[src/source/cpu_pkg.sv]
package cpu_pkg;

    // ##################################################
    // Widths and fixed encodings.
    // ##################################################

    localparam int data_w = 8;
    localparam int addr_w = 16;

    // The all-zero byte stops the sequencer.
    localparam logic [data_w-1:0] halt_instr = 8'h00;

    // Instruction class from ir[6:4] when ir[7] is clear.
    typedef enum logic [2:0] {
        nop     = 3'd0,
        lda_imm = 3'd1,
        ldb_imm = 3'd2,
        lda_mem = 3'd3,
        sta_mem = 3'd4,
        ldp_imm = 3'd5,
        swp     = 3'd6,
        swz     = 3'd7
    } opcode_t;

    // ALU operation from ir[6:3] when ir[7] is set.
    typedef enum logic [3:0] {
        add    = 4'd0,
        adc    = 4'd1,
        sub    = 4'd2,
        sbc    = 4'd3,
        and_op = 4'd4,
        or_op  = 4'd5,
        xor_op = 4'd6,
        pass   = 4'd7
    } alu_op_t;

    // Carry sits in bit 1.
    typedef struct packed {
        logic v;
        logic n;
        logic c;
        logic z;
    } flags_t;

    typedef enum logic [1:0] {
        src_none = 2'd0,
        src_mem  = 2'd1,
        src_alu  = 2'd2
    } bus_src_t;

    // ##################################################
    // Control word and memory port.
    // ##################################################

    typedef struct packed {
        logic     mem_rd;
        logic     mem_wr;
        logic     addr_dp;
        logic     ip_inc;
        logic     ir_we;
        logic     a_we;
        logic     b_we;
        logic     flags_we;
        logic     pl_we;
        logic     ph_we;
        logic     swap;
        bus_src_t bus_src;
        logic     alu_zero_b;
    } ctrl_t;

    localparam ctrl_t ctrl_idle = ctrl_t'(0);

    typedef struct packed {
        logic [addr_w-1:0] addr;
        logic [data_w-1:0] wdata;
        logic              n_oe;
        logic              n_we;
    } mem_req_t;

endpackage

[src/source/alu.sv]
`timescale 1ns/10ps
module alu (
    input  logic [7:0]        a,
    input  logic [7:0]        b,
    input  cpu_pkg::alu_op_t  op,
    input  logic              carry_in,
    output logic [7:0]        result,
    output cpu_pkg::flags_t   flags
);
    import cpu_pkg::*;

    logic [data_w:0] wide;
    logic            cin;
    logic            carry_out;
    logic            overflow;

    // Only the chained forms consume the stored carry.
    assign cin = (op == adc || op == sbc) ? carry_in : 1'b0;

    always_comb begin
        wide      = '0;
        carry_out = 1'b0;
        overflow  = 1'b0;
        case (op)
            add, adc: begin
                wide      = {1'b0, a} + {1'b0, b} + {{data_w{1'b0}}, cin};
                carry_out = wide[data_w];
                overflow  = (a[data_w-1] == b[data_w-1]) && (wide[data_w-1] != a[data_w-1]);
            end
            sub, sbc: begin
                // Carry reports a borrow here.
                wide      = {1'b0, a} - {1'b0, b} - {{data_w{1'b0}}, cin};
                carry_out = wide[data_w];
                overflow  = (a[data_w-1] != b[data_w-1]) && (wide[data_w-1] != a[data_w-1]);
            end
            and_op: wide = {1'b0, a & b};
            or_op:  wide = {1'b0, a | b};
            xor_op: wide = {1'b0, a ^ b};
            default: begin
                // Pass and the unused codes move the second operand.
                wide = {1'b0, b};
            end
        endcase
    end

    assign result  = wide[data_w-1:0];
    assign flags.z = (result == '0);
    assign flags.n = result[data_w-1];
    assign flags.c = carry_out;
    assign flags.v = overflow;

endmodule

[src/source/control_unit.sv]
`timescale 1ns/10ps
module control_unit (
    input  logic             n_clk,
    input  logic             n_rst,
    input  logic [7:0]       ir,
    input  cpu_pkg::flags_t  flags,
    output cpu_pkg::ctrl_t   ctrl,
    output logic             halted
);
    import cpu_pkg::*;

    typedef enum logic [1:0] {
        fetch = 2'd0,
        exec1 = 2'd1,
        exec2 = 2'd2,
        halt  = 2'd3
    } state_t;

    state_t  state;
    state_t  state_next;
    opcode_t opcode;
    logic    is_halt;
    logic    is_alu;

    assign opcode  = opcode_t'(ir[6:4]);
    assign is_halt = (ir == halt_instr);
    assign is_alu  = ir[7];

    // Halt shows from the first execute cycle on.
    assign halted = (state == halt) || (state == exec1 && is_halt);

    // ##################################################
    // Sequencer.
    // ##################################################

    // Reset parks in exec2 with a cleared IR, an idle cycle before fetch.
    always_ff @(posedge n_clk or negedge n_rst) begin
        if (!n_rst) begin
            state <= exec2;
        end else begin
            state <= state_next;
        end
    end

    // ##################################################
    // Control word per step.
    // ##################################################

    always_comb begin
        ctrl       = ctrl_idle;
        state_next = fetch;
        case (state)
            fetch: begin
                ctrl.mem_rd  = 1'b1;
                ctrl.ip_inc  = 1'b1;
                ctrl.ir_we   = 1'b1;
                ctrl.bus_src = src_mem;
                state_next   = exec1;
            end
            exec1: begin
                if (is_halt) begin
                    state_next = halt;
                end else if (is_alu) begin
                    ctrl.a_we       = 1'b1;
                    ctrl.flags_we   = 1'b1;
                    ctrl.bus_src    = src_alu;
                    ctrl.alu_zero_b = ir[2];
                end else begin
                    case (opcode)
                        lda_imm, ldb_imm: begin
                            ctrl.mem_rd  = 1'b1;
                            ctrl.ip_inc  = 1'b1;
                            ctrl.bus_src = src_mem;
                            ctrl.a_we    = (opcode == lda_imm);
                            ctrl.b_we    = (opcode == ldb_imm);
                        end
                        lda_mem: begin
                            ctrl.mem_rd  = 1'b1;
                            ctrl.addr_dp = 1'b1;
                            ctrl.bus_src = src_mem;
                            ctrl.a_we    = 1'b1;
                        end
                        sta_mem: begin
                            ctrl.mem_wr  = 1'b1;
                            ctrl.addr_dp = 1'b1;
                        end
                        ldp_imm: begin
                            ctrl.mem_rd = 1'b1;
                            ctrl.ip_inc = 1'b1;
                            ctrl.pl_we  = 1'b1;
                            state_next  = exec2;
                        end
                        swp:     ctrl.swap = 1'b1;
                        swz:     ctrl.swap = flags.z;
                        default: ctrl = ctrl_idle;
                    endcase
                end
            end
            exec2: begin
                // High pointer byte. Any other IR idles here.
                if (!is_alu && opcode == ldp_imm) begin
                    ctrl.mem_rd = 1'b1;
                    ctrl.ip_inc = 1'b1;
                    ctrl.ph_we  = 1'b1;
                end
            end
            default: state_next = halt;
        endcase
    end

endmodule

[src/source/cpu.sv]
`timescale 1ns/10ps
module cpu (
    input  logic               n_clk,
    input  logic               n_rst,
    input  logic [7:0]         mem_rdata,
    output cpu_pkg::mem_req_t  mem_req,
    output logic               halted
);
    import cpu_pkg::*;

    ctrl_t             ctrl;
    flags_t            flags;
    flags_t            alu_flags;
    alu_op_t           alu_op;
    logic [data_w-1:0] ir;
    logic [data_w-1:0] a;
    logic [data_w-1:0] alu_b;
    logic [data_w-1:0] alu_result;
    logic              carry;
    logic [addr_w-1:0] addr;

    control_unit u_ctrl (
        .n_clk(n_clk), .n_rst(n_rst), .ir(ir), .flags(flags),
        .ctrl(ctrl), .halted(halted)
    );

    datapath u_dp (
        .n_clk(n_clk), .n_rst(n_rst), .ctrl(ctrl), .mem_rdata(mem_rdata),
        .alu_result(alu_result), .alu_flags(alu_flags), .ir(ir), .a(a),
        .alu_b(alu_b), .alu_op(alu_op), .carry(carry), .flags(flags)
    );

    pointer_pair u_ptr (
        .n_clk(n_clk), .n_rst(n_rst), .ctrl(ctrl), .mem_rdata(mem_rdata), .addr(addr)
    );

    alu u_alu (
        .a(a), .b(alu_b), .op(alu_op), .carry_in(carry),
        .result(alu_result), .flags(alu_flags)
    );

    // Strobes are active low on the pins.
    assign mem_req.addr  = addr;
    assign mem_req.wdata = a;
    assign mem_req.n_oe  = ~ctrl.mem_rd;
    assign mem_req.n_we  = ~ctrl.mem_wr;

endmodule

[src/source/datapath.sv]
`timescale 1ns/10ps
module datapath (
    input  logic              n_clk,
    input  logic              n_rst,
    input  cpu_pkg::ctrl_t    ctrl,
    input  logic [7:0]        mem_rdata,
    input  logic [7:0]        alu_result,
    input  cpu_pkg::flags_t   alu_flags,
    output logic [7:0]        ir,
    output logic [7:0]        a,
    output logic [7:0]        alu_b,
    output cpu_pkg::alu_op_t  alu_op,
    output logic              carry,
    output cpu_pkg::flags_t   flags
);
    import cpu_pkg::*;

    logic [data_w-1:0] bus;
    logic [data_w-1:0] b_reg;

    // ##################################################
    // Internal bus.
    // ##################################################

    always_comb begin
        case (ctrl.bus_src)
            src_mem: bus = mem_rdata;
            src_alu: bus = alu_result;
            default: bus = '0;
        endcase
    end

    // ##################################################
    // Registers.
    // ##################################################

    always_ff @(posedge n_clk or negedge n_rst) begin
        if (!n_rst) begin
            ir    <= '0;
            a     <= '0;
            b_reg <= '0;
            flags <= '0;
        end else begin
            if (ctrl.ir_we) begin
                ir <= bus;
            end
            if (ctrl.a_we) begin
                a <= bus;
            end
            if (ctrl.b_we) begin
                b_reg <= bus;
            end
            if (ctrl.flags_we) begin
                flags <= alu_flags;
            end
        end
    end

    // ##################################################
    // ALU operands.
    // ##################################################

    assign alu_b  = ctrl.alu_zero_b ? '0 : b_reg;
    // Operation field goes to the ALU undecoded.
    assign alu_op = alu_op_t'(ir[6:3]);
    assign carry  = flags.c;

endmodule

[src/source/pointer_pair.sv]
`timescale 1ns/10ps
module pointer_pair (
    input  logic            n_clk,
    input  logic            n_rst,
    input  cpu_pkg::ctrl_t  ctrl,
    input  logic [7:0]      mem_rdata,
    output logic [15:0]     addr
);
    import cpu_pkg::*;

    logic [addr_w-1:0] p0;
    logic [addr_w-1:0] p1;
    logic              sel;
    logic [addr_w-1:0] ip;
    logic [addr_w-1:0] dp;
    logic [addr_w-1:0] ip_next;
    logic [addr_w-1:0] dp_next;

    // Sel set means p1 is the instruction pointer.
    assign ip   = sel ? p1 : p0;
    assign dp   = sel ? p0 : p1;
    assign addr = ctrl.addr_dp ? dp : ip;

    always_comb begin
        ip_next = ip;
        dp_next = dp;
        if (ctrl.ip_inc) begin
            ip_next = ip + 1'b1;
        end
        if (ctrl.pl_we) begin
            dp_next[data_w-1:0] = mem_rdata;
        end
        if (ctrl.ph_we) begin
            dp_next[addr_w-1:data_w] = mem_rdata;
        end
    end

    // Swapping roles is the jump.
    always_ff @(posedge n_clk or negedge n_rst) begin
        if (!n_rst) begin
            p0  <= '0;
            p1  <= '0;
            sel <= 1'b0;
        end else begin
            if (sel) begin
                p1 <= ip_next;
                p0 <= dp_next;
            end else begin
                p0 <= ip_next;
                p1 <= dp_next;
            end
            if (ctrl.swap) begin
                sel <= ~sel;
            end
        end
    end

endmodule

[config.mk]
export PLATFORM = sky130hd
export DESIGN_NAME = cpu
export DESIGN_NICKNAME = d
export VERILOG_FILES = /design/src/source/cpu_pkg.sv /design/src/source/alu.sv /design/src/source/control_unit.sv /design/src/source/cpu.sv /design/src/source/datapath.sv /design/src/source/pointer_pair.sv
export SDC_FILE = /design/constraint.sdc
export NUM_CORES = 1
export LEC_CHECK = 0
export ABC_AREA = 1
export BUFFER_PORTS_ARGS = -buffer_cell sky130_fd_sc_hd__buf_2
export CAP_MARGIN = 10
export CORE_AREA = 2 2 119 87
export CTS_BUF_LIST = sky130_fd_sc_hd__clkbuf_8 sky130_fd_sc_hd__clkbuf_16
export CTS_CLUSTER_DIAMETER = 120
export DETAILED_ROUTE_END_ITERATION = 6
export DIE_AREA = 0 0 121 89
export PLACE_DENSITY = 0.72
export SKIP_CTS_REPAIR_TIMING = 1
export SLEW_MARGIN = 25
export SYNTH_ARGS = -nofsm -noshare
export SYNTH_HDL_FRONTEND = slang
export SYNTH_SLANG_ARGS = --single-unit
[constraint.sdc]
create_clock -name n_clk -period 4.76 [get_ports n_clk]
set_input_delay 0.952 -clock n_clk [delete_from_list [all_inputs] [get_ports n_clk]]
set_output_delay 0.952 -clock n_clk [all_outputs]
set_load 0.01 [all_outputs]
Word-level counts from Yosys, hierarchy flattened:

Index checks and enable logic that the tools add are counted.

* bits in registers: 61
* logic and storage cells: 97

* add/sub/neg operators: 5
* equality and inequality tests: 18
* multiplexer cells: 43
* bitwise gates (word level): 6
* reduce and logical (&&, ||, !) cells: 16

Operator list (count)
* two-way mux 16 bit: 6
* case mux 8 bit (5 select lines): 1
* two-way mux 8 bit: 3
* adder 16 x 1 -> 16 bit (second input constant): 1
* zero test 8 bit: 2
* case mux 8 bit (2 select lines): 1
* two-way mux 1 bit: 14
* two-way mux 14 bit: 1
* equality test 3 bit (second input constant): 4
* equality test 4 x 3 -> 1 bit (second input constant): 3
* case mux 1 bit (2 select lines): 5
* adder 8 x 8 -> 9 bit: 1
* adder 9 x 1 -> 9 bit: 1
* subtractor 8 x 8 -> 9 bit: 1
* subtractor 9 x 1 -> 9 bit: 1
* AND 8 bit: 1
* equality test 4 x 2 -> 1 bit (second input constant): 2
* two-way mux 2 bit: 4
* bitwise OR 8 bit: 1
* OR reduction 2 bit: 4
* bitwise XOR 8 bit: 1
* equality test 2 bit (second input constant): 3
* equality test 3 x 2 -> 1 bit (second input constant): 2
* two-way mux 3 bit: 2
* other kinds (16): 23

Longest topological paths before layout:

Gate-level depths: netlist (run 1).

* depth after elaboration: 11
* gate-level depth with buffers: 24
* gate-level depth less buffers: 24

Cells and area by module:

From an unflattened synthesis (run 1), not the netlist that was laid out.

* cells, all modules: 938
* area, all modules: 5945.7 um^2

By module, submodules not included
* pointer_pair: seq. area each 825.8 um^2, instances 1, cells an instance 410, area each 2650.0 um^2
* alu: seq. area each 0.0 um^2, instances 1, cells an instance 295, area each 1606.5 um^2
* datapath: seq. area each 700.7 um^2, instances 1, cells an instance 173, area each 1382.6 um^2
* control_unit: seq. area each 51.3 um^2, instances 1, cells an instance 58, area each 299.0 um^2
* cpu: seq. area each 0.0 um^2, instances 1, cells an instance 2, area each 7.5 um^2

Worst setup path after synthesis (run 1):

Ideal clock, no wire load.

* path type: flip-flop to flip-flop
* from: register u_ctrl.state[1]
* to: register u_dp.a[5]
* required time: 4.642 ns
* setup time: 0.118 ns
* arrival time: 2.793 ns
* buffers on the path: 0
* stages on the path, launching flop included: 22
* clock period less this slack: 2.911 ns
* slack: 1.849 ns
* cell sequence: dfstp_2 > nor2_4 > nand2_2 > inv_2 > nor2_1 > xor2_1 > inv_1 > ha_1 > a21oi_1 > inv_1 > ha_1 > nor2_1 > nor2_1 > nor2_1 > nand2_1 > or2_2 > a31oi_1 > nand3_1 > nand2_1 > nand2_1 > nand3_1 > nand2_1

* longest elaborated chain between the ends: 7

Ends and longest elaborated chain
* start, declared: line control_unit.sv:19 `state_t state;`
* start signal, assigned: line control_unit.sv:41 `state <= state_next;`
* equality test 2 x 1 -> 1 bit: line control_unit.sv:52 `case (state)`
* two-way mux 1 bit: line control_unit.sv:52
* two-way mux 8 bit: line datapath.sv:63 `assign alu_b = ctrl.alu_zero_b ? '0 : b_reg;`
* subtractor 8 x 8 -> 9 bit or adder 8 x 8 -> 9 bit (tied branches): line alu.sv:32, alu.sv:26
* subtractor 9 x 1 -> 9 bit or adder 9 x 1 -> 9 bit (tied branches): line alu.sv:32, alu.sv:26
* case mux 8 bit (5 select lines): line alu.sv:24 `case (op)`
* case mux 8 bit (2 select lines): line datapath.sv:26 `case (ctrl.bus_src)`
* end signal, assigned: line datapath.sv:48 `a <= bus;`
* end, declared: line datapath.sv:10 `output logic [7:0] a,`

Several ways; a longest one is shown, not always the timed one.
A chain may end at the register's enable or synchronous reset.

==> results of run 1 <==
final timing paths:
kind / from / to / slack (ps) / cells past startpoint
min: u_dp.b_reg[4]$_DFFE_PN0P_ / u_dp.b_reg[4]$_DFFE_PN0P_ / 490 / 2
min in group asynchronous: n_rst / u_ptr.p0[3]$_DFF_PN0_ / 550 / 1
min reg2reg: u_dp.b_reg[4]$_DFFE_PN0P_ / u_dp.b_reg[4]$_DFFE_PN0P_ / 490 / 2
max: u_ptr.sel$_DFFE_PN0P_ / mem_req[24] / 1180 / 7
max reg2reg: u_ctrl.state[1]$_DFF_PN1_ / u_dp.ir[5]$_DFFE_PN0N_ / 1310 / 21
max in group asynchronous: n_rst / u_ptr.sel$_DFFE_PN0P_ / 3240 / 2
tightest hold or removal path: stages, from the launching register on:
cell and delay [ps]:
dfrtp_1 340, nand2_1 50, o21ai_0 60
cell type report:
| class | count | share of cell area |
|---|---|---|
| timing repair buffer | 39 | 0.0355 |
| multi-input combinational | 566 | 0.543 |
| tap | 128 | 0.0280 |
| clock inverter | 7 | 0.0160 |
| clock buffer | 9 | 0.0394 |
| inverter | 107 | 0.0707 |
| sequential | 61 | 0.267 |
synth_stat cells, types with 3 or more instances:
cell      number  area (um2)
a21oi_1       14        70.1
a22o_1         3        26.3
buf_2          4        20.0
buf_6          3        33.8
clkbuf_1      13        48.8
dfrtp_1       60        1500
ha_1          34         425
inv_1         95         357
inv_2         10        37.5
mux2i_1        8        80.1
nand2_1      218         818
nand2_2        3        18.8
nand3_1       41         205
nand3b_1       5        37.5
nand4_1        9        56.3
nor2_1        47         176
nor2_2         5        31.3
nor3_1         9        45.0
o21ai_0      102         510
o21ai_1        6        30.0
o21ai_2        9        78.8
o22ai_1        6        37.5
or2_1          4        25.0
xor2_1        14         123
cell usage in the layout, fill, tap and decap left out, types with 8 or more instances in the layout:
cell type    n
nand3_1     41
a21oi_1     14
ha_1        34
buf_2       36
o21ai_2      9
clkbuf_16    9
xor2_1      14
inv_2       10
dfrtp_1     59
nor2_1      47
nor3_1       9
mux2i_1      8
o21ai_0    102
nand2_1    218
nand4_1      9
inv_1       96
logic make-up (layout without fill, tap and decap cells):
logic type                 after synthesis  count (layout)  synth area share
AOI/OAI and AO/OA                      152             152             0.165
xor gates and xnor gates                16              16            0.0271
adders and majority gates               36              36            0.0901
buffers and inverters                  132             162             0.103
DFF                                     61              61             0.296
muxes                                    8               8            0.0155
and+or+nand+nor                        354             354             0.303
per-layer routing:
layer	GRT usage	wire length, um	vias to the layer above
met2	0.412	5860	214
met1	0.439	6930	2394
met4	0.0550	76	0
met5	0	0	-
met3	0.0542	1370	9
li1	-	-	2511
power by group through the flow:
stage          Combinational (mW)  Clock [mW]  Sequential (mW)
2_1_floorplan                2.34           0            0.919
3_3_place_gp                 2.91           0            0.979
3_5_place_dp                 2.98           0            0.992
4_1_cts                      3.01       0.703            0.986
5_1_grt                      3.53       0.722             1.02
6_report                     3.05       0.692            0.992
per-stage QoR:
| step | worst slack (ps) | util | instance area, um2 | instances | hold WS [ps] |
|---|---|---|---|---|---|
| 2_1_floorplan | 1850 | - | 5170 | 759 | 449 |
| 3_3_place_gp | 1510 | 0.569 | 5400 | 901 | 472 |
| 3_5_place_dp | 1370 | 0.569 | 5400 | 901 | 468 |
| 4_1_cts | 1210 | 0.602 | 5720 | 917 | 487 |
| 5_1_grt | 922 | 0.602 | 5720 | 917 | 517 |
| 6_report | 1180 | 0.602 | 5720 | 917 | 488 |
==> reports/qor.yml, run 1 <==
clkSlewWorstSetupHoldPaths_ps: 50
slowest_stage: "dfrtp_2"
relSlewSlack: 0.446
cts.sinks: 61
worstPathArrival_ps: 2630
p_int_mw: 2.28
setup_violations: 0
drive_above_1_share: 0.122
grt_pass1_vias: 4687
netlist_instances: 759
irDropWorstVdd_v: 0.000478
rsz0062_at_grt: "no"
dieWidth_um: 121
comb_power_share: 0.645
route.detailed.drc: 0
switchingPower_mw: 2.45
h-tree-depth: 3
hpwl_um: 10800
core-area_mm2: 0.00950
fillers: 882
end_kind: "primary output"
power_per_cell_area_mw_per_mm2: 829
io_buffers: 36
clkPwrFrac: 0.146
worstPathMaxFanout: 55
antenna_found_initial: 0
tritoncts: "done"
reg.largest.list: "u_ptr.p0 x16, u_ptr.p1 x16"
syn_nets: 805
cts-root-buf: "clkbuf_16"
yosys_warnings: 0
p_total_mw: 4.74
leakage_nw: 2.93
seq_area_mm2: 0.00153
slowest_delay_ps: 790
cts_max_path_buffers: 2
first_iter_violations: 449
firstDrtPassIters: 5
rows: 30
yosys.cell_types.count: 51
crit_chain: "inv_2 -> or2_1 -> o21ai_0 -> inv_1 -> nand2_1 -> o21ai_0 -> buf_2"
finalSetupTns_ps: 0
dieArea_mm2: 0.0108
critPathBufInv: 3
syn_area_per_cell_um2: 6.81
numCtsBuffers: 9
io_pins: 37
finalMaxSlewViolations: 0
run_status: "complete, no violations"
ys_ff_latch: 61
period_needed_ps: 3580
grt_max_degree: 56
seq_power_share: 0.209
grt_usage: 0.284
nets: 830
final.period_utilization: 0.753
dieHeight_um: 89
synth_edf_count: 0
clk_latency_ps: 340
crit_required_ps: 3810
via_per_inst: 5.59
num_vias: 5128
cap_violations: 0
skew_ps: 4.70
initial_core_util: 0.544
crit_path_start_kind: "flop"
grt_pass1_wl_um: 23700
worstMarginPinSlew_ps: 830
gr-total-overflow: 0
fmax_ghz: 0.279
ant_nets: 0
ys_seq_area_frac: 0.296
multiInputGateArea_mm2: 0.00310
async_reset_ff_frac: 1.00
place_congestion: 0.941
routed_wl_um: 14200
wire_per_inst_um: 15.5
antenna_cells: 0
worstSetupPathType: "flop to primary output"
path_common_cell: "o21ai_0"
area_growth_pct: 10.7
synth_area_mm2: 0.00517
synth_ff_type: "dfrtp_1"
hold_viol_final: 0
crit_family: "buffers and inverters"
power.share.switching: 0.518
min_path_type: "flop to flop"
(Power assumes the default switching activity.)
==> run 2, diff against run 1 <==
Settings changed: ABC_AREA 1 to 0, CORE_AREA 2 2 119 87 to 2 2 120 87, DIE_AREA 0 0 121 89 to 0 0 122 89, PLACE_DENSITY 0.72 to 0.75.
Clock period 4.76 ns to 3.15 ns, I/O delays scaled along.
==> run 2 against run 1 <==
Against the previous run:
- the flow now finishes with violations (negative setup slack)
- highest routed layer unchanged
- power increased by 40%
- critical path depth increased by 8
- non-clock buffer count increased by 36
==> reports/qor.yml, run 2 <==
run_status: "complete, but fails checks"  # was complete, no violations
violations: "negative setup slack"
slowest_stage: "dfrtp_1"  # was dfrtp_2
final_common_cell: "nand2_1"  # unchanged
syn_nets: 637  # was 805
r2r_cells: 15  # was 21
relSlewSlack: 0.451  # was 0.446
layout_common_cells: "nand2_1, dfrtp_1, inv_1"  # was nand2_1, o21ai_0, inv_1
first_iter_violations: 547  # was 449
yosysTopAreaCellShare: 0.288  # was 0.291
place_congestion: 0.905  # was 0.941
initial_core_util: 0.545  # was 0.544
netlist_instances: 591  # was 759
antenna_cells: 0  # unchanged
leakage_nw: 2.94  # was 2.93 nW
irDropWorstVdd_v: 0.000429  # was 0.000478 V
worstPathMaxFanout: 2  # was 55
crit_family: "simple AND/OR/NAND/NOR gates"  # was buffers and inverters
finalSetupTns_ps: -253  # was 0 ps
synth_most_common_cell: "nand2_1"  # unchanged
tritoncts: "done"  # unchanged
finalMaxSlewViolations: 0  # unchanged
clkSlewWorstSetupHoldPaths_ps: 50  # about the same
clk_latency_ps: 340  # about the same
cts_max_path_buffers: 2  # unchanged
placed_cells: 760  # was 901
crit_required_ps: 3430  # was 3810 ps
num_vias: 4687  # was 5128
yosys.area.top_type: "dfrtp_1"  # unchanged
final.period_utilization: 1.04
worstPathArrival_ps: 3550  # was 2630 ps
power_per_cell_area_mw_per_mm2: 1070  # was 829 mW/mm2
area_growth_pct: 18.6  # was 10.7%
worst_slack_ps: -123  # was 1180 ps
synth_area_mm2: 0.00522  # was 0.00517 mm2
cap_violations: 0  # unchanged
synth_edf_count: 0  # unchanged
hold_viol_final: 0  # unchanged
core-area_mm2: 0.00957  # was 0.00950 mm2
crit_chain: "inv_1 -> nand4_1 -> inv_1 -> xnor2_2 -> ha_2 -> a21o_1 -> inv_2 -> fa_2 -> mux2i_1 -> xor2_1 -> o211ai_1 -> o21ai_1 -> or3b_1 -> nor4_2 -> a32o_1"  # was inv_2 -> or2_1 -> o21ai_0 -> inv_1 -> nand2_1 -> o21ai_0 -> buf_2
rows: 30  # unchanged
r2r_end: "u_dp.flags[0]$_DFFE_PN0P_"  # was u_dp.ir[5]$_DFFE_PN0N_
ys_ff_latch: 61  # unchanged
synth_ff_type: "dfrtp_1"  # unchanged
slowest_delay_ps: 380  # was 790 ps
reg.largest.list: "u_ptr.p0 x16, u_ptr.p1 x16"  # unchanged
dieArea_mm2: 0.0109  # was 0.0108 mm2
rr_startpoint: "u_dp.ir[5]$_DFFE_PN0N_"  # was u_ctrl.state[1]$_DFF_PN1_
setup_violations: 6  # was 0
via_per_inst: 6.02  # was 5.59
routed_wl_um: 14800  # was 14200 um
io_buffers: 36  # unchanged
wire_per_inst_um: 19.1  # was 15.5 um
crit_path_start_kind: "flop"  # unchanged
h-tree-depth: 3  # unchanged
critPathBufInv: 3  # unchanged
worstSetupPathType: "flop to flop"  # was flop to primary output
syn_area_per_cell_um2: 8.83  # was 6.81 um2
grt_max_degree: 52  # was 56
path_common_cell: "inv_1"  # was o21ai_0
r2r_slack_ps: -120  # was 1310 ps
yosys_warnings: 0  # unchanged
grt_usage: 0.282  # was 0.284
skew_ps: 7.63  # was 4.70 ps
grt_pass1_vias: 4500  # was 4687
period_needed_ps: 3270
instances_no_fill: 778  # was 917
numCtsBuffers: 9  # unchanged
min_path_type: "input pin to asynchronous set/reset pin"  # was flop to flop
io_pins: 37  # unchanged
rsz0062_at_grt: "yes"  # was no
yosys-top-cells-area: "dfrtp_1, ha_1, mux2i_1"  # was dfrtp_1, nand2_1, o21ai_0
cts-root-buf: "clkbuf_16"  # unchanged
end_kind: "flop"  # was primary output
dieWidth_um: 122  # was 121 um
firstDrtPassIters: 5  # unchanged
worstMarginPinSlew_ps: 822  # was 830 ps
grt_pass1_wl_um: 23500  # was 23700 um
hpwl_um: 10900  # was 10800 um
fmax_ghz: 0.305
nets: 691  # was 830
route.detailed.drc: 0  # unchanged
dieHeight_um: 89  # unchanged
gr-total-overflow: 0  # unchanged
antenna_found_initial: 0  # unchanged
ys_seq_area_frac: 0.293  # was 0.296
cts.sinks: 61  # unchanged
ant_nets: 0  # unchanged
fillers: 797  # was 882
synth_common_cells: "nand2_1, dfrtp_1, inv_1"  # was nand2_1, o21ai_0, inv_1
drive_above_1_share: 0.254  # was 0.122
yosys.cell_types.count: 77  # was 51
async_reset_ff_frac: 1.00  # unchanged
## run 2: cell count changes after synthesis, moves of 11 or more
cell and delta:
nand2_1 -152, o21ai_0 -81, inv_1 -57, mux2i_1 +29, mux2_2 +27, nand3_1 -23, nor2_1 -21, nor2b_1 +13
xor2_1 +13, o31ai_1 +12, buf_2 +11
## run 2: metal layers
layer,GRT usage,vias to the layer above,wire [um]
li1,-,2214,-
met1,0.409,2284,6800
met2,0.422,173,6590
met3,0.0804,16,1310
met4,0.0543,0,148
met5,0,-,0
## run 2: worst max-delay path by stage
stage                              start                        end  slack, ps  cells after the start
3_3_place_gp   u_ctrl.state[1]$_DFF_PN1_  u_dp.flags[0]$_DFFE_PN0P_         -5                     13
3_5_place_dp   u_ctrl.state[1]$_DFF_PN1_  u_dp.flags[0]$_DFFE_PN0P_        -70                     13
4_1_cts           u_dp.ir[5]$_DFFE_PN0N_                mem_req[10]       -290                      7
5_1_grt           u_dp.ir[5]$_DFFE_PN0N_  u_dp.flags[0]$_DFFE_PN0P_       -320                     15
6_report          u_dp.ir[5]$_DFFE_PN0N_  u_dp.flags[0]$_DFFE_PN0P_       -120                     15
2_1_floorplan  u_ctrl.state[1]$_DFF_PN1_  u_dp.flags[0]$_DFFE_PN0P_         10                     14
## run 2: layout make-up
cell class | instances | area [um2] | share of cell area
clock buffer | 12 | 267 | 0.0431
clock inverter | 4 | 46.3 | 0.00748
inverter | 40 | 150 | 0.0243
multi-input combinational | 458 | 3550 | 0.573
sequential | 61 | 1530 | 0.247
tap | 128 | 160 | 0.0259
timing repair buffer | 75 | 489 | 0.0791
## run 2: power by group
part	internal (mW)	switching, mW	total (mW)
logic	1.87	2.38	4.25
registers	1.07	0.302	1.37
clock network	0.672	0.345	1.02
## run 2: logic make-up after synthesis
kind of cell | Yosys count | synth area share
adders and majority gates | 36 | 0.0892
buffers and inverters | 72 | 0.0583
muxes | 67 | 0.138
AOI/OAI and AO/OA | 136 | 0.182
and+or+nand+nor | 182 | 0.177
DFF | 61 | 0.293
xor gates and xnor gates | 37 | 0.0636
## run 2: stage by stage
| step | hold WS [ps] | setup WS, ps | area [um2] | total power, mW | utilization |
|---|---|---|---|---|---|
| global route | 357 | -322 | 6190 | 7.10 | 0.647 |
| finish | 319 | -123 | 6190 | 6.64 | 0.647 |
| floorplan | 334 | 14.4 | 5230 | 4.05 | - |
| global placement | 464 | -5.17 | 5690 | 5.10 | 0.595 |
| CTS | 329 | -292 | 6000 | 6.30 | 0.627 |
| detailed placement | 474 | -74.2 | 5690 | 5.24 | 0.595 |
==> run 3, diff against run 2 <==
Settings changed: BUFFER_PORTS_ARGS -buffer_cell sky130_fd_sc_hd__buf_2 to -buffer_cell sky130_fd_sc_hd__clkbuf_2.
==> run 3 against run 2 <==
Against the previous run:
- the run still ends with negative setup slack left
- first-iteration DRC count is 27% lower
- hold slack worse by 32 ps
- non-clock buffer count stayed put
- sequential power hardly changed
- core utilization is 0.56 points higher
- maximum frequency is 2.2% higher
- register-to-register slack better by 70 ps
- combinational power is 0.9% higher
- critical endpoint unchanged
==> reports/qor.yml, run 3 (synthesis gave the netlist of run 2 again) <==
run_status: "complete, but fails checks"  # unchanged
violations: "negative setup slack"  # unchanged
power_per_cell_area_mw_per_mm2: 1090  # was 1070 mW/mm2
reg.largest.list: "u_ptr.p0 x16, u_ptr.p1 x16"  # unchanged
grt_max_degree: 46  # was 52
cap_violations: 0  # unchanged
clkSlewWorstSetupHoldPaths_ps: 50  # about the same
multiInputGateArea_mm2: 0.00355  # about the same
end_kind: "flop"  # unchanged
irDropWorstVdd_v: 0.000486  # was 0.000429 V
place_congestion: 0.871  # was 0.905
io_pins: 37  # unchanged
instances_no_fill: 778  # unchanged
worstPathArrival_ps: 3470  # was 3550 ps
ant_nets: 0  # unchanged
cts_max_path_buffers: 2  # unchanged
antenna_cells: 0  # unchanged
io_buffers: 36  # unchanged
fmax_ghz: 0.312  # was 0.305 GHz
nets: 691  # unchanged
seq_power_share: 0.201  # was 0.206
hold_viol_final: 0  # unchanged
worstSetupPathType: "flop to flop"  # unchanged
finalSetupTns_ps: -211  # was -253 ps
grt_pass1_vias: 4629  # was 4500
dieWidth_um: 122  # unchanged
cts.sinks: 61  # unchanged
via_per_inst: 6.13  # was 6.02
firstDrtPassIters: 5  # unchanged
clkPwrFrac: 0.169  # was 0.153
grt_pass1_wl_um: 23300  # was 23500 um
rows: 30  # unchanged
cts-root-buf: "clkbuf_16"  # unchanged
tritoncts: "done"  # unchanged
period_needed_ps: 3200  # was 3270 ps
final_common_cell: "nand2_1"  # unchanged
placed_cells: 759  # was 760
area_growth_pct: 19.6  # was 18.6%
final_area_mm2: 0.00624  # was 0.00619 mm2
setup_violations: 7  # was 6
route.detailed.drc: 0  # unchanged
leakage_nw: 2.94  # about the same
worstPathMaxFanout: 2  # unchanged
h-tree-depth: 3  # unchanged
comb_power_share: 0.630  # was 0.641
seq_area_mm2: 0.00153  # unchanged
final.period_utilization: 1.02  # was 1.04
placed_area_mm2: 0.00570  # was 0.00569 mm2
worst_slack_ps: -52.5  # was -123 ps
clk_latency_ps: 330  # was 340 ps
wire_per_inst_um: 19.1  # about the same
numCtsBuffers: 9  # unchanged
gr-total-overflow: 0  # unchanged
hpwl_um: 10700  # was 10900 um
routed_wl_um: 14900  # was 14800 um
antenna_found_initial: 0  # unchanged
min_path_type: "input pin to asynchronous set/reset pin"  # unchanged
drive_above_1_share: 0.257  # was 0.254
core-area_mm2: 0.00957  # unchanged
grt_usage: 0.276  # was 0.282
crit_path_start_kind: "flop"  # unchanged
p_int_mw: 3.75  # was 3.61 mW
rsz0062_at_grt: "yes"  # unchanged
dieArea_mm2: 0.0109  # unchanged
dieHeight_um: 89  # unchanged
finalMaxSlewViolations: 0  # unchanged
layout_common_cells: "nand2_1, dfrtp_1, mux2i_1"  # was nand2_1, dfrtp_1, inv_1
power.share.switching: 0.449  # was 0.456
worstMarginPinSlew_ps: 798  # was 822 ps
p_total_mw: 6.81  # was 6.64 mW
fillers: 774  # was 797
num_vias: 4768  # was 4687
first_iter_violations: 397  # was 547
relSlewSlack: 0.465  # was 0.451
crit_required_ps: 3420  # was 3430 ps
switchingPower_mw: 3.06  # was 3.03 mW
skew_ps: 8.54  # was 7.63 ps
initial_core_util: 0.545  # unchanged
==> run 3: cell count changes in the layout (fill, tap and decap cells not counted), sizes merged <==
cell	previous run	this run
inv	40	39
clkbuf	12	46
clkinvlp	1	2
buf	75	39
bufinv	1	3
==> run 3: layout make-up <==
| type | count | share of cell area |
|---|---|---|
| repair buffers | 75 | 0.0804 |
| multi-input cells | 458 | 0.569 |
| clock inverters | 6 | 0.0176 |
| clock buffers | 10 | 0.0383 |
| inverters | 40 | 0.0241 |
| flip-flops and latches | 61 | 0.245 |
| well taps | 128 | 0.0257 |
==> run 3: per-stage QoR <==
| stage | worst slack [ps] | hold WS (ps) | utilization |
|---|---|---|---|
| 2_1_floorplan | 14.4 | 334 | - |
| 3_3_place_gp | 6.41 | 466 | 0.595 |
| 3_5_place_dp | -71.8 | 467 | 0.595 |
| 4_1_cts | -251 | 295 | 0.632 |
| 5_1_grt | -219 | 331 | 0.652 |
| 6_report | -52.5 | 286 | 0.652 |
==> run 3: path summary, 6_finish.rpt <==
kind	slack (ps)	startpoint	endpoint	depth (start not counted)
setup / recovery	-50	u_ctrl.state[1]$_DFF_PN1_	u_dp.flags[0]$_DFFE_PN0P_	13
hold / removal	290	n_rst	u_ptr.p1[14]$_DFF_PN0_	1
setup reg to reg	-50	u_ctrl.state[1]$_DFF_PN1_	u_dp.flags[0]$_DFFE_PN0P_	13
hold reg to reg	490	u_dp.b_reg[5]$_DFFE_PN0P_	u_dp.b_reg[5]$_DFFE_PN0P_	2
max in group asynchronous	2180	n_rst	u_ctrl.state[1]$_DFF_PN1_	2
min in group n_clk	490	u_dp.b_reg[5]$_DFFE_PN0P_	u_dp.b_reg[5]$_DFFE_PN0P_	2
==> run 3: worst max-delay path, cell delays in order (launching register included) <==
cell and delay [ps]:
dfstp_2 530, nand4b_4 140, nand2_4 70, ha_4 210
ha_2 170, o21bai_2 200, fa_2 390, a211oi_2 270
nor2_1 110, xor2_1 150, a22oi_1 210, a31oi_2 160
nor4_4 310, a32o_1 190
==> run 3: power by group through the flow <==
stage	logic, mW	registers (mW)	clock network, mW
6_report	4.29	1.37	1.15
5_1_grt	4.70	1.40	1.19
4_1_cts	3.92	1.35	1.17
3_5_place_dp	3.90	1.36	0
3_3_place_gp	3.78	1.33	0
2_1_floorplan	2.76	1.29	0
==> run 3: per-layer routing <==
metal / global-route usage / wire [um] / vias up
met4: 0.0585 / 151 / 0
met3: 0.0676 / 1150 / 20
met2: 0.434 / 6720 / 199
li1: - / - / 2223
met1: 0.389 / 6840 / 2326
met5: 0 / 0 / -
